**config.mk**
```make
export PLATFORM = sky130hd
export DESIGN_NAME = sbaskt_game
export DESIGN_NICKNAME = d
export VERILOG_FILES = /design/src/hdl/sbaskt_pkg.sv /design/src/hdl/sbaskt_dwnld.sv /design/src/hdl/sbaskt_rom_slot.sv /design/src/hdl/sbaskt_rom_arb.sv /design/src/hdl/sbaskt_sdram_port.sv /design/src/hdl/sbaskt_game.sv
export VERILOG_INCLUDE_DIRS = /design/src /design/src/hdl
export SDC_FILE = /design/constraint.sdc
export NUM_CORES = 1
export LEC_CHECK = 0
export ABC_AREA = 1
export BUFFER_PORTS_ARGS = -buffer_cell sky130_fd_sc_hd__buf_2
export CORE_MARGIN = 8
export CORE_UTILIZATION = 40
export DETAILED_ROUTE_END_ITERATION = 12
export SLEW_MARGIN = 15
export SYNTH_ARGS = -nofsm -noshare
export SYNTH_HDL_FRONTEND = slang
export SYNTH_HIERARCHICAL = 1
export SYNTH_SLANG_ARGS = --single-unit
```
**constraint.sdc**
```tcl
create_clock -name clk -period 5.9 [get_ports clk]
set_clock_uncertainty 0.1 [all_clocks]
set_input_delay 0 -clock clk [delete_from_list [all_inputs] [get_ports clk]]
set_output_delay 0 -clock clk [all_outputs]
set_load 0.03 [all_outputs]
```
**src/hdl/sbaskt_consts.svh**
```systemverilog
// Super Basketball ROM map
// Region starts in SDRAM and the address widths of the ROM reader slots

`ifndef SBASKT_CONSTS_SVH
`define SBASKT_CONSTS_SVH

// Byte offsets of each region in SDRAM, main CPU code sits at zero
`define SND_START   22'h01_0000
`define SCR_START   22'h01_2000
`define OBJ_START   22'h01_A000
`define PCM_START   22'h02_A000

// PROMs follow the PCM samples in the download
`define PROM_START  25'h003_A000

// Slot address widths
`define MAIN_AW     16
`define SND_AW      13
`define SCR_AW      13
`define OBJ_AW      14

`endif

```
**src/hdl/sbaskt_pkg.sv**
```systemverilog
// Shared types of the ROM subsystem
// Programming bus, slot read requests and burst completions

package sbaskt_pkg;

    typedef logic [ 7:0] byte_data_t;
    typedef logic [31:0] word_data_t;

    // Download write towards the SDRAM and the PROMs
    typedef struct packed {
        logic [21:0] addr;
        logic [ 7:0] data;
        logic [ 1:0] mask;      // active low
        logic        we;
        logic        prom_we;
    } prog_bus_t;

    // Read request from one slot, addr is an SDRAM word address
    typedef struct packed {
        logic        req;
        logic [21:0] addr;
    } rd_req_t;

    // Two-word burst, the first word in the low half
    typedef struct packed {
        logic        done;
        logic [31:0] data;
    } rd_rsp_t;

endpackage

```
**src/hdl/sbaskt_dwnld.sv**
```systemverilog
// ROM download decoder
// Converts the ioctl byte stream into programming bus writes and PROM strobes

`include "sbaskt_consts.svh"

module sbaskt_dwnld import sbaskt_pkg::*; (
    input  logic        clk,
    input  logic        rst_n,
    input  logic [24:0] ioctl_addr,
    input  logic [ 7:0] ioctl_dout,
    input  logic        ioctl_wr,
    output prog_bus_t   prog
);

    localparam logic [24:0] GFX_LO  = {3'd0, `SCR_START};
    localparam logic [24:0] GFX_HI  = {3'd0, `PCM_START};
    localparam logic [24:0] PROM_LO = `PROM_START;

    logic        is_prom;
    logic        is_gfx;
    logic [ 7:0] byte_in;
    logic        we_q;
    logic        prom_we_q;
    logic [21:0] addr_q;
    logic [ 7:0] data_q;
    logic [ 1:0] mask_q;

    assign is_prom = ioctl_addr >= PROM_LO;
    assign is_gfx  = ioctl_addr >= GFX_LO && ioctl_addr < GFX_HI;

    // Tile and object graphics are stored with nibbles swapped
    assign byte_in = is_gfx ? {ioctl_dout[3:0], ioctl_dout[7:4]} : ioctl_dout;

    always_ff @(posedge clk or negedge rst_n) begin
        if (!rst_n) begin
            we_q      <= 1'b0;
            prom_we_q <= 1'b0;
        end else begin
            we_q      <= ioctl_wr && !is_prom;
            prom_we_q <= ioctl_wr && is_prom;
        end
    end

    // Even bytes go to the low lane
    always_ff @(posedge clk) begin
        if (ioctl_wr) begin
            addr_q <= ioctl_addr[22:1];
            data_q <= byte_in;
            mask_q <= ioctl_addr[0] ? 2'b01 : 2'b10;
        end
    end

    assign prog = '{
        addr:    addr_q,
        data:    data_q,
        mask:    mask_q,
        we:      we_q,
        prom_we: prom_we_q
    };

endmodule

```
**src/hdl/sbaskt_rom_slot.sv**
```systemverilog
// ROM reader slot
// One-entry cache in front of the SDRAM, requests a burst on a miss

module sbaskt_rom_slot import sbaskt_pkg::*; #(
    parameter type         data_t = byte_data_t,
    parameter int unsigned AW     = 16,
    parameter logic [21:0] OFFSET = 22'd0
) (
    input  logic          clk,
    input  logic          rst_n,
    input  logic          downloading,
    input  logic          cs,
    input  logic [AW-1:0] addr,
    output data_t         data,
    output logic          ok,
    output rd_req_t       rd,
    input  rd_rsp_t       rsp
);

    localparam bit          BYTE_SLOT = $bits(data_t) == 8;
    localparam logic [21:0] BASE      = {1'b0, OFFSET[21:1]};

    logic          valid;
    logic [AW-1:0] tag;
    data_t         cache;
    logic          pend;
    logic [AW-1:0] pend_addr;
    logic [21:0]   word_addr;
    data_t         fill_data;
    logic          hit;
    logic          miss;

    assign hit  = valid && !downloading && tag == addr;
    assign miss = cs && !hit && !downloading;
    assign ok   = cs && hit;
    assign data = cache;

    // Byte readers share a 16-bit word, 32-bit readers take two words
    generate
        if (BYTE_SLOT) begin : g_byte
            assign word_addr = BASE + 22'(pend_addr >> 1);
            assign fill_data = data_t'(pend_addr[0] ? rsp.data[15:8] : rsp.data[7:0]);
        end else begin : g_word
            assign word_addr = BASE + 22'({pend_addr, 1'b0});
            assign fill_data = data_t'(rsp.data);
        end
    endgenerate

    assign rd = '{req: pend && !downloading, addr: word_addr};

    always_ff @(posedge clk or negedge rst_n) begin
        if (!rst_n) begin
            valid <= 1'b0;
            pend  <= 1'b0;
        end else if (downloading) begin
            // ROM content is changing
            valid <= 1'b0;
            pend  <= 1'b0;
        end else if (pend) begin
            if (rsp.done) begin
                valid <= 1'b1;
                pend  <= 1'b0;
            end
        end else if (miss) begin
            pend <= 1'b1;
        end
    end

    // Address is frozen while the read is in flight
    always_ff @(posedge clk) begin
        if (!pend && miss) begin
            pend_addr <= addr;
        end
        if (pend && rsp.done) begin
            tag   <= pend_addr;
            cache <= fill_data;
        end
    end

endmodule

```
**src/hdl/sbaskt_rom_arb.sv**
```systemverilog
// Fixed priority ROM arbiter
// Launches one slot read at a time and returns the burst to its owner

module sbaskt_rom_arb import sbaskt_pkg::*; (
    input  logic        clk,
    input  logic        rst_n,
    input  rd_req_t     main_rd,
    input  rd_req_t     snd_rd,
    input  rd_req_t     scr_rd,
    input  rd_req_t     obj_rd,
    input  logic        busy,
    output logic        start,
    output logic [21:0] start_addr,
    input  rd_rsp_t     rsp,
    output rd_rsp_t     main_rsp,
    output rd_rsp_t     snd_rsp,
    output rd_rsp_t     scr_rsp,
    output rd_rsp_t     obj_rsp
);

    logic [ 1:0] sel;
    logic        inflight;
    logic        any_req;
    logic [ 1:0] pick;
    logic [21:0] pick_addr;
    logic        launch;

    // Main CPU first, objects last
    always_comb begin
        any_req   = 1'b1;
        pick      = 2'd0;
        pick_addr = main_rd.addr;
        if (main_rd.req) begin
            pick      = 2'd0;
            pick_addr = main_rd.addr;
        end else if (snd_rd.req) begin
            pick      = 2'd1;
            pick_addr = snd_rd.addr;
        end else if (scr_rd.req) begin
            pick      = 2'd2;
            pick_addr = scr_rd.addr;
        end else if (obj_rd.req) begin
            pick      = 2'd3;
            pick_addr = obj_rd.addr;
        end else begin
            any_req = 1'b0;
        end
    end

    // Busy rises a cycle after start, inflight covers that gap
    assign launch = any_req && !busy && !inflight;

    always_ff @(posedge clk or negedge rst_n) begin
        if (!rst_n) begin
            start    <= 1'b0;
            inflight <= 1'b0;
            sel      <= 2'd0;
        end else begin
            start <= launch;
            if (launch) begin
                inflight <= 1'b1;
                sel      <= pick;
            end else if (rsp.done) begin
                inflight <= 1'b0;
            end
        end
    end

    always_ff @(posedge clk) begin
        if (launch) begin
            start_addr <= pick_addr;
        end
    end

    assign main_rsp = '{done: rsp.done && inflight && sel == 2'd0, data: rsp.data};
    assign snd_rsp  = '{done: rsp.done && inflight && sel == 2'd1, data: rsp.data};
    assign scr_rsp  = '{done: rsp.done && inflight && sel == 2'd2, data: rsp.data};
    assign obj_rsp  = '{done: rsp.done && inflight && sel == 2'd3, data: rsp.data};

endmodule

```
**src/hdl/sbaskt_sdram_port.sv**
```systemverilog
// SDRAM read port
// Holds the request until ack and assembles the two-word burst

module sbaskt_sdram_port import sbaskt_pkg::*; (
    input  logic        clk,
    input  logic        rst_n,
    input  logic        start,
    input  logic [21:0] start_addr,
    output logic        busy,
    output logic        sdram_req,
    output logic [21:0] sdram_addr,
    input  logic        sdram_ack,
    input  logic [15:0] data_read,
    input  logic        data_dst,
    input  logic        data_rdy,
    output rd_rsp_t     rsp
);

    typedef enum logic [1:0] {
        ST_IDLE,
        ST_REQ,
        ST_COLLECT
    } state_t;

    state_t      state;
    logic [15:0] low_word;
    logic        rsp_done;
    logic [31:0] rsp_data;

    assign busy = state != ST_IDLE;
    assign rsp  = '{done: rsp_done, data: rsp_data};

    always_ff @(posedge clk or negedge rst_n) begin
        if (!rst_n) begin
            state     <= ST_IDLE;
            sdram_req <= 1'b0;
            rsp_done  <= 1'b0;
        end else begin
            rsp_done <= 1'b0;
            case (state)
                ST_IDLE: if (start) begin
                    sdram_req <= 1'b1;
                    state     <= ST_REQ;
                end
                ST_REQ: if (sdram_ack) begin
                    sdram_req <= 1'b0;
                    state     <= ST_COLLECT;
                end
                ST_COLLECT: if (data_rdy) begin
                    rsp_done <= 1'b1;
                    state    <= ST_IDLE;
                end
                default: state <= ST_IDLE;
            endcase
        end
    end

    // First word of the burst lands in the low half
    always_ff @(posedge clk) begin
        if (state == ST_IDLE && start) begin
            sdram_addr <= start_addr;
        end
        if (busy && data_dst) begin
            low_word <= data_read;
        end
        if (state == ST_COLLECT && data_rdy) begin
            rsp_data <= {data_read, low_word};
        end
    end

endmodule

```
**src/hdl/sbaskt_game.sv**
```systemverilog
// Super Basketball ROM subsystem
// Download decoding plus four cached ROM readers sharing one SDRAM port

`include "sbaskt_consts.svh"

module sbaskt_game import sbaskt_pkg::*; (
    input  logic                 clk,
    input  logic                 rst_n,
    // Download
    input  logic                 downloading,
    output logic                 dwnld_busy,
    input  logic [24:0]          ioctl_addr,
    input  logic [ 7:0]          ioctl_dout,
    input  logic                 ioctl_wr,
    output prog_bus_t            prog,
    // SDRAM
    output logic                 sdram_req,
    output logic [21:0]          sdram_addr,
    input  logic [15:0]          data_read,
    input  logic                 data_dst,
    input  logic                 data_rdy,
    input  logic                 sdram_ack,
    // ROM readers
    input  logic                 main_cs,
    input  logic [`MAIN_AW-1:0]  main_addr,
    output byte_data_t           main_data,
    output logic                 main_ok,
    input  logic                 snd_cs,
    input  logic [`SND_AW-1:0]   snd_addr,
    output byte_data_t           snd_data,
    output logic                 snd_ok,
    input  logic                 scr_cs,
    input  logic [`SCR_AW-1:0]   scr_addr,
    output word_data_t           scr_data,
    output logic                 scr_ok,
    input  logic                 obj_cs,
    input  logic [`OBJ_AW-1:0]   obj_addr,
    output word_data_t           obj_data,
    output logic                 obj_ok
);

    rd_req_t     main_rd;
    rd_req_t     snd_rd;
    rd_req_t     scr_rd;
    rd_req_t     obj_rd;
    rd_rsp_t     main_rsp;
    rd_rsp_t     snd_rsp;
    rd_rsp_t     scr_rsp;
    rd_rsp_t     obj_rsp;
    rd_rsp_t     port_rsp;
    logic        port_busy;
    logic        start;
    logic [21:0] start_addr;

    assign dwnld_busy = downloading;

    sbaskt_dwnld u_dwnld (
        .clk        (clk),
        .rst_n      (rst_n),
        .ioctl_addr (ioctl_addr),
        .ioctl_dout (ioctl_dout),
        .ioctl_wr   (ioctl_wr),
        .prog       (prog)
    );

    sbaskt_rom_slot #(.data_t(byte_data_t), .AW(`MAIN_AW), .OFFSET(22'd0)) u_main_slot (
        .clk         (clk),
        .rst_n       (rst_n),
        .downloading (downloading),
        .cs          (main_cs),
        .addr        (main_addr),
        .data        (main_data),
        .ok          (main_ok),
        .rd          (main_rd),
        .rsp         (main_rsp)
    );

    sbaskt_rom_slot #(.data_t(byte_data_t), .AW(`SND_AW), .OFFSET(`SND_START)) u_snd_slot (
        .clk         (clk),
        .rst_n       (rst_n),
        .downloading (downloading),
        .cs          (snd_cs),
        .addr        (snd_addr),
        .data        (snd_data),
        .ok          (snd_ok),
        .rd          (snd_rd),
        .rsp         (snd_rsp)
    );

    sbaskt_rom_slot #(.data_t(word_data_t), .AW(`SCR_AW), .OFFSET(`SCR_START)) u_scr_slot (
        .clk         (clk),
        .rst_n       (rst_n),
        .downloading (downloading),
        .cs          (scr_cs),
        .addr        (scr_addr),
        .data        (scr_data),
        .ok          (scr_ok),
        .rd          (scr_rd),
        .rsp         (scr_rsp)
    );

    sbaskt_rom_slot #(.data_t(word_data_t), .AW(`OBJ_AW), .OFFSET(`OBJ_START)) u_obj_slot (
        .clk         (clk),
        .rst_n       (rst_n),
        .downloading (downloading),
        .cs          (obj_cs),
        .addr        (obj_addr),
        .data        (obj_data),
        .ok          (obj_ok),
        .rd          (obj_rd),
        .rsp         (obj_rsp)
    );

    sbaskt_rom_arb u_arb (
        .clk        (clk),
        .rst_n      (rst_n),
        .main_rd    (main_rd),
        .snd_rd     (snd_rd),
        .scr_rd     (scr_rd),
        .obj_rd     (obj_rd),
        .busy       (port_busy),
        .start      (start),
        .start_addr (start_addr),
        .rsp        (port_rsp),
        .main_rsp   (main_rsp),
        .snd_rsp    (snd_rsp),
        .scr_rsp    (scr_rsp),
        .obj_rsp    (obj_rsp)
    );

    sbaskt_sdram_port u_port (
        .clk        (clk),
        .rst_n      (rst_n),
        .start      (start),
        .start_addr (start_addr),
        .busy       (port_busy),
        .sdram_req  (sdram_req),
        .sdram_addr (sdram_addr),
        .sdram_ack  (sdram_ack),
        .data_read  (data_read),
        .data_dst   (data_dst),
        .data_rdy   (data_rdy),
        .rsp        (port_rsp)
    );

endmodule

```
Yosys cells after proc, flatten, opt, wreduce, memory -nomap -nowiden --
Cells that the tools add are included.
Cells by class: add/sub/neg operators 3, magnitude comparators 3, equality and inequality tests 12, mux-type cells 55, reduce and logical (&&, ||, !) cells 76
Operators by type and width (number):
- logical AND 1 bit | 45
- two-way mux 22 bit | 2
- two-way mux 1 bit | 38
- == test 13 bit | 2
- greater-or-equal comparator 25 x 17 -> 1 bit (second input constant) | 1
- greater-or-equal comparator 25 x 18 -> 1 bit (second input constant) | 1
- < comparator 25 x 18 -> 1 bit (second input constant) | 1
- two-way mux 8 bit | 3
- nonzero test 2 bit | 11
- adder 16 x 12 -> 17 bit (first input constant) | 1
- adder 16 x 14 -> 17 bit (first input constant) | 1
- adder 16 x 15 -> 17 bit (first input constant) | 1
- two-way mux 17 bit | 1
- == test 16 bit | 1
- two-way mux 2 bit | 8
- two-way mux 15 bit | 1
- == test 14 bit | 1
- zero test 1 bit | 12
- AND reduction 2 bit | 4
- == test 2 bit (second input constant) | 3
- != test 2 bit (second input constant) | 3
- one-hot mux 2 bit (3 select lines) | 1
- AND reduction 3 bit | 2
- == test 2 x 1 -> 1 bit (second input constant) | 2
- other kinds (2) | 3
Word-level totals: bits in registers 334, input bits 116, output and inout port bits 142, word-level logic and storage cells 185

Longest topological paths before layout --
word-level depth 9, mapped depth 9, mapped depth without buffers 9

Cells and area by module --
The synthesis kept the hierarchy.
Modules (own cells, without submodules):
- sbaskt_rom_arb | instances 1, cells each 374, area an instance 2733.9 um2, sequential area each 760.7 um2
- sbaskt_rom_slot at u_obj_slot | instances 1, cells each 180, area an instance 2402.3 um2, sequential area each 1851.8 um2
- sbaskt_rom_slot at u_scr_slot | instances 1, cells each 185, area an instance 2369.8 um2, sequential area each 1791.7 um2
- sbaskt_sdram_port | instances 1, cells each 97, area an instance 2302.2 um2, sequential area each 2202.1 um2
- sbaskt_rom_slot at u_main_slot | instances 1, cells each 186, area an instance 1990.7 um2, sequential area each 1251.2 um2
- sbaskt_rom_slot at u_snd_slot | instances 1, cells each 176, area an instance 1803.0 um2, sequential area each 1071.0 um2
- sbaskt_dwnld | instances 1, cells each 88, area an instance 1288.7 um2, sequential area each 1011.0 um2
- sbaskt_game | instances 1, cells each 1, area an instance 7.5 um2, sequential area each 0.0 um2

Least setup slack after synthesis --
OpenSTA, ideal clock, no wires.
path type reg2reg, start register u_port.state[0], end register u_port.rsp_data[0] (enable), library setup time 0.463 ns, arrival time 2.721 ns, required time 5.337 ns, path slack 2.616 ns, cell stages (with the launch flop) 2, buffers on the path 0, period minus slack after synthesis 3.284 ns, path through dfrtp_1 nor3_1
Between the ends: word-level cells in the longest chain between the ends 2
Ends and longest elaborated chain:
- from (decl) | line sbaskt_sdram_port.sv:25 | state_t state;
- from (signal assigned) | line sbaskt_sdram_port.sv:35 | state <= ST_IDLE;
- from (signal assigned) | line sbaskt_sdram_port.sv:43 | state <= ST_REQ;
- from (signal assigned) | line sbaskt_sdram_port.sv:47 | state <= ST_COLLECT;
- == test 2 bit | line sbaskt_sdram_port.sv:66 | if (state == ST_COLLECT && data_rdy) begin
- logical AND 1 bit | line sbaskt_sdram_port.sv:66
- to (signal assigned) | line sbaskt_sdram_port.sv:67 | rsp_data <= {data_read, low_word};
- to (decl) | line sbaskt_sdram_port.sv:28 | logic [31:0] rsp_data;
Every way passes these cells. A chain may end at the register's enable or synchronous reset.

Final worst setup path --
start input ioctl_addr[23], end register u_dwnld.data_q[3], data pin
Between the ends: word-level cells in the longest chain between the ends 3, elaborated cells between the ends (all ways) 4, classes of those cells 2 x order compare; 1 x mux; 1 x reduce/logical
Ends and longest elaborated chain:
- from (decl) | line sbaskt_game.sv:12 | input logic [24:0] ioctl_addr,
- greater-or-equal comparator 25 x 17 -> 1 bit / < comparator 25 x 18 -> 1 bit (equally long branches) | line sbaskt_dwnld.sv:29 | assign is_gfx = ioctl_addr >= GFX_LO && ioctl_addr < GFX_HI;
- logical AND 1 bit * | line sbaskt_dwnld.sv:29
- two-way mux 8 bit * | line sbaskt_dwnld.sv:32 | assign byte_in = is_gfx ? {ioctl_dout[3:0], ioctl_dout[7:4]} : ioctl_dout;
- named net u_dwnld.byte_in[3] | line sbaskt_dwnld.sv:21 | logic [ 7:0] byte_in;
- to (signal assigned) | line sbaskt_dwnld.sv:48 | data_q <= byte_in;
- to (decl) | line sbaskt_dwnld.sv:25 | logic [ 7:0] data_q;
The timed path passes the listed nets; every way through them passes the cells marked *.

==> qor.csv <==
metric,value,unit
outcome,"complete, no violations",
clkLatencyLatePin,510,ps
post_cts_resized,0,
mostFrequentLayoutCells,"nand2_1 (342), edfxtp_1 (316), buf_2 (257), inv_1 (144), dlygate4sd3_1 (131)",
cts.sinks,334,
period_share,0.493,
grt_remaining_overflow,0,
fin_crit,2910,ps
cts_tree,yes,
fin_util,0.486,
setup_tns,0,ps
grt_pass1_vias,9206,
drive_gt1_frac,0.255,
coreArea,36300,um2
cap_viol_max_count,0,
ir_worst_vdd,0.000250,V
ant_nets,0,
clock_path_buffers,3,
timing.fmax,0.344,GHz
holdPathStages,2,
cp-end-kind,register,
die_x,207,um
htreeDepth,2,
min_from,ioctl_addr[7],
yosys_warnings,6,
crit_slowest_cell,dlygate4sd3_1,
wirelength,33900,um
r2r_start,u_main_slot/pend$_DFF_PN0_,
ioPinCount,258,
postPlaceCellArea,15200,um2
place_congestion,0.894,
required,6070,ps
postSynthAreaPerCell,11.7,um2
grt_usage,0.153,
fp.dieArea,43000,um2
initial_core_util,0.403,
cp_top_family,buffers and inverters,
grt_max_degree,48,
drv_slew,0,
cts-root-buf,clkbuf_16,
crit_chain,dlygate4sd3_1 > buf_2 > nor2_1 > dlygate4sd3_1 > nand2_1 > nor2_4 > nand3_4 > nand2_1 > dlygate4sd3_1 > nand2_1 > dlygate4sd3_1,
netlist_area,14700,um2
via_per_inst,4.39,
pwr_density_cell,322,nW/um2
nets,1640,
grt_pass1_wl,51700,um
drt_first_pass_iters,4,
power.leakage,7.58,nW
min_to,u_dwnld/addr_q[6]$_DFFE_PP_,
setup_violations,0,
dr_total_vias,8852,
hp-class,in2reg,
r2r_slack,3370,ps
slew_headroom,0.284,
cp.arrival,3070,ps
syn_inst,1255,
total_power,5.68,mW
clkSlewWorstSetupHoldPaths,60,ps
startpoint_type,input port,
postLayoutCellArea,17700,um2
drc,0,
rsz0062_at_grt,false,
cp_max_fo,11,
fillCellCount,3201,
antenna_found_initial,7,
syn2layout_area_growth,20.5,%
wl_per_cell,16.8,um
io_buffers,257,
r2r_end,u_arb/start_addr[2]$_DFFE_PP_,
layout_commonest_cell,nand2_1,
worstRegToRegCells,6,
die_h,207,um
tightest_slew,1070,ps
drt_iter0_drc,521,
post-dp-hpwl,23800,um
max_stage_delay,560,ps
hold_viol_final,0,
crit_top_cell,dlygate4sd3_1,
critical_path_class,in2reg,
numCtsBuffers,37,
worst-path-buf-inv,5,
fp-row-count,70,
-- layout make-up --
cell class                 count  area [um2]  area share
inverter                     151         567      0.0321
multi-input combinational    599        2770       0.157
clock buffer                  47         963      0.0546
tap                          468         586      0.0332
timing repair buffer         398        2690       0.152
antenna                        3        7.51    0.000425
clock inverter                17         141     0.00801
sequential                   334        9940       0.563
-- registers in the layout (all words and copies together) (netlist names), 2 cells and up --
register               cells
u_port/rsp_data           32
u_port/state               2
u_scr_slot/pend_addr      13
u_dwnld/mask_q             2
u_obj_slot/tag            14
u_main_slot/data           8
u_scr_slot/tag            13
u_port/low_word           16
u_snd_slot/tag            13
u_port/sdram_addr         22
u_dwnld/addr_q            22
u_obj_slot/pend_addr      14
u_scr_slot/data           32
u_snd_slot/pend_addr      13
u_snd_slot/data            8
u_main_slot/pend_addr     16
u_main_slot/tag           16
u_arb/sel                  2
u_dwnld/data_q             8
u_obj_slot/data           32
u_arb/start_addr          22
-- routing by layer --
| layer | part of all wire | vias up | wire length [um] | global-route usage |
|---|---|---|---|---|
| met5 | 0.0014 | - | 46 | 0 |
| met4 | 0.021 | 8 | 711 | 0.0429 |
| met3 | 0.089 | 54 | 3010 | 0.0616 |
| met2 | 0.49 | 249 | 16500 | 0.264 |
| met1 | 0.40 | 4134 | 13600 | 0.175 |
| li1 | - | 4407 | - | - |
-- per-stage QoR --
stage	std cells	hold WS [ps]	setup WS, ps
floorplan	1280	-396	2620
global placement	1818	-95.6	3280
detailed placement	1818	-83.2	3200
CTS	2014	63.9	3110
global route	2017	70.5	2920
finish	2017	96.0	2990
-- repair_timing --
action / CTS / global route
hold buffers: 132 / 0
setup buffers: 0 / 0
endpoints found under the hold margin: 198 / 0
-- report_power, final --
group / switching [mW] / leakage [nW] / internal (mW)
Sequential: 0.0781 / 3.12 / 2.83
Clock: 0.888 / 0.526 / 1.24
Combinational: 0.431 / 3.93 / 0.211
Total: 1.40 / 7.58 / 4.29
-- worst max-delay path by stage --
stage	startpoint	end	cells after the start
3_5_place_dp	downloading	u_arb/start_addr[1]$_DFFE_PP_	8
6_report	ioctl_addr[23]	u_dwnld/data_q[3]$_DFFE_PP_	11
5_1_grt	ioctl_addr[23]	u_dwnld/data_q[6]$_DFFE_PP_	11
3_3_place_gp	downloading	u_arb/start_addr[20]$_DFFE_PP_	8
2_1_floorplan	u_port/state[0]$_DFFE_PN0P_	u_port/rsp_data[0]$_DFFE_PP_	1
4_1_cts	ioctl_addr[23]	u_dwnld/data_q[6]$_DFFE_PP_	11
-- worst register-to-register path: cells and delay by family (launching register included) --
family	cells	cell delay, ps
AND/OR/NAND/NOR	4	1220
flip-flops	1	390
buffers and inverters	2	350
Note: power is estimated with default switching activity, not from simulation.
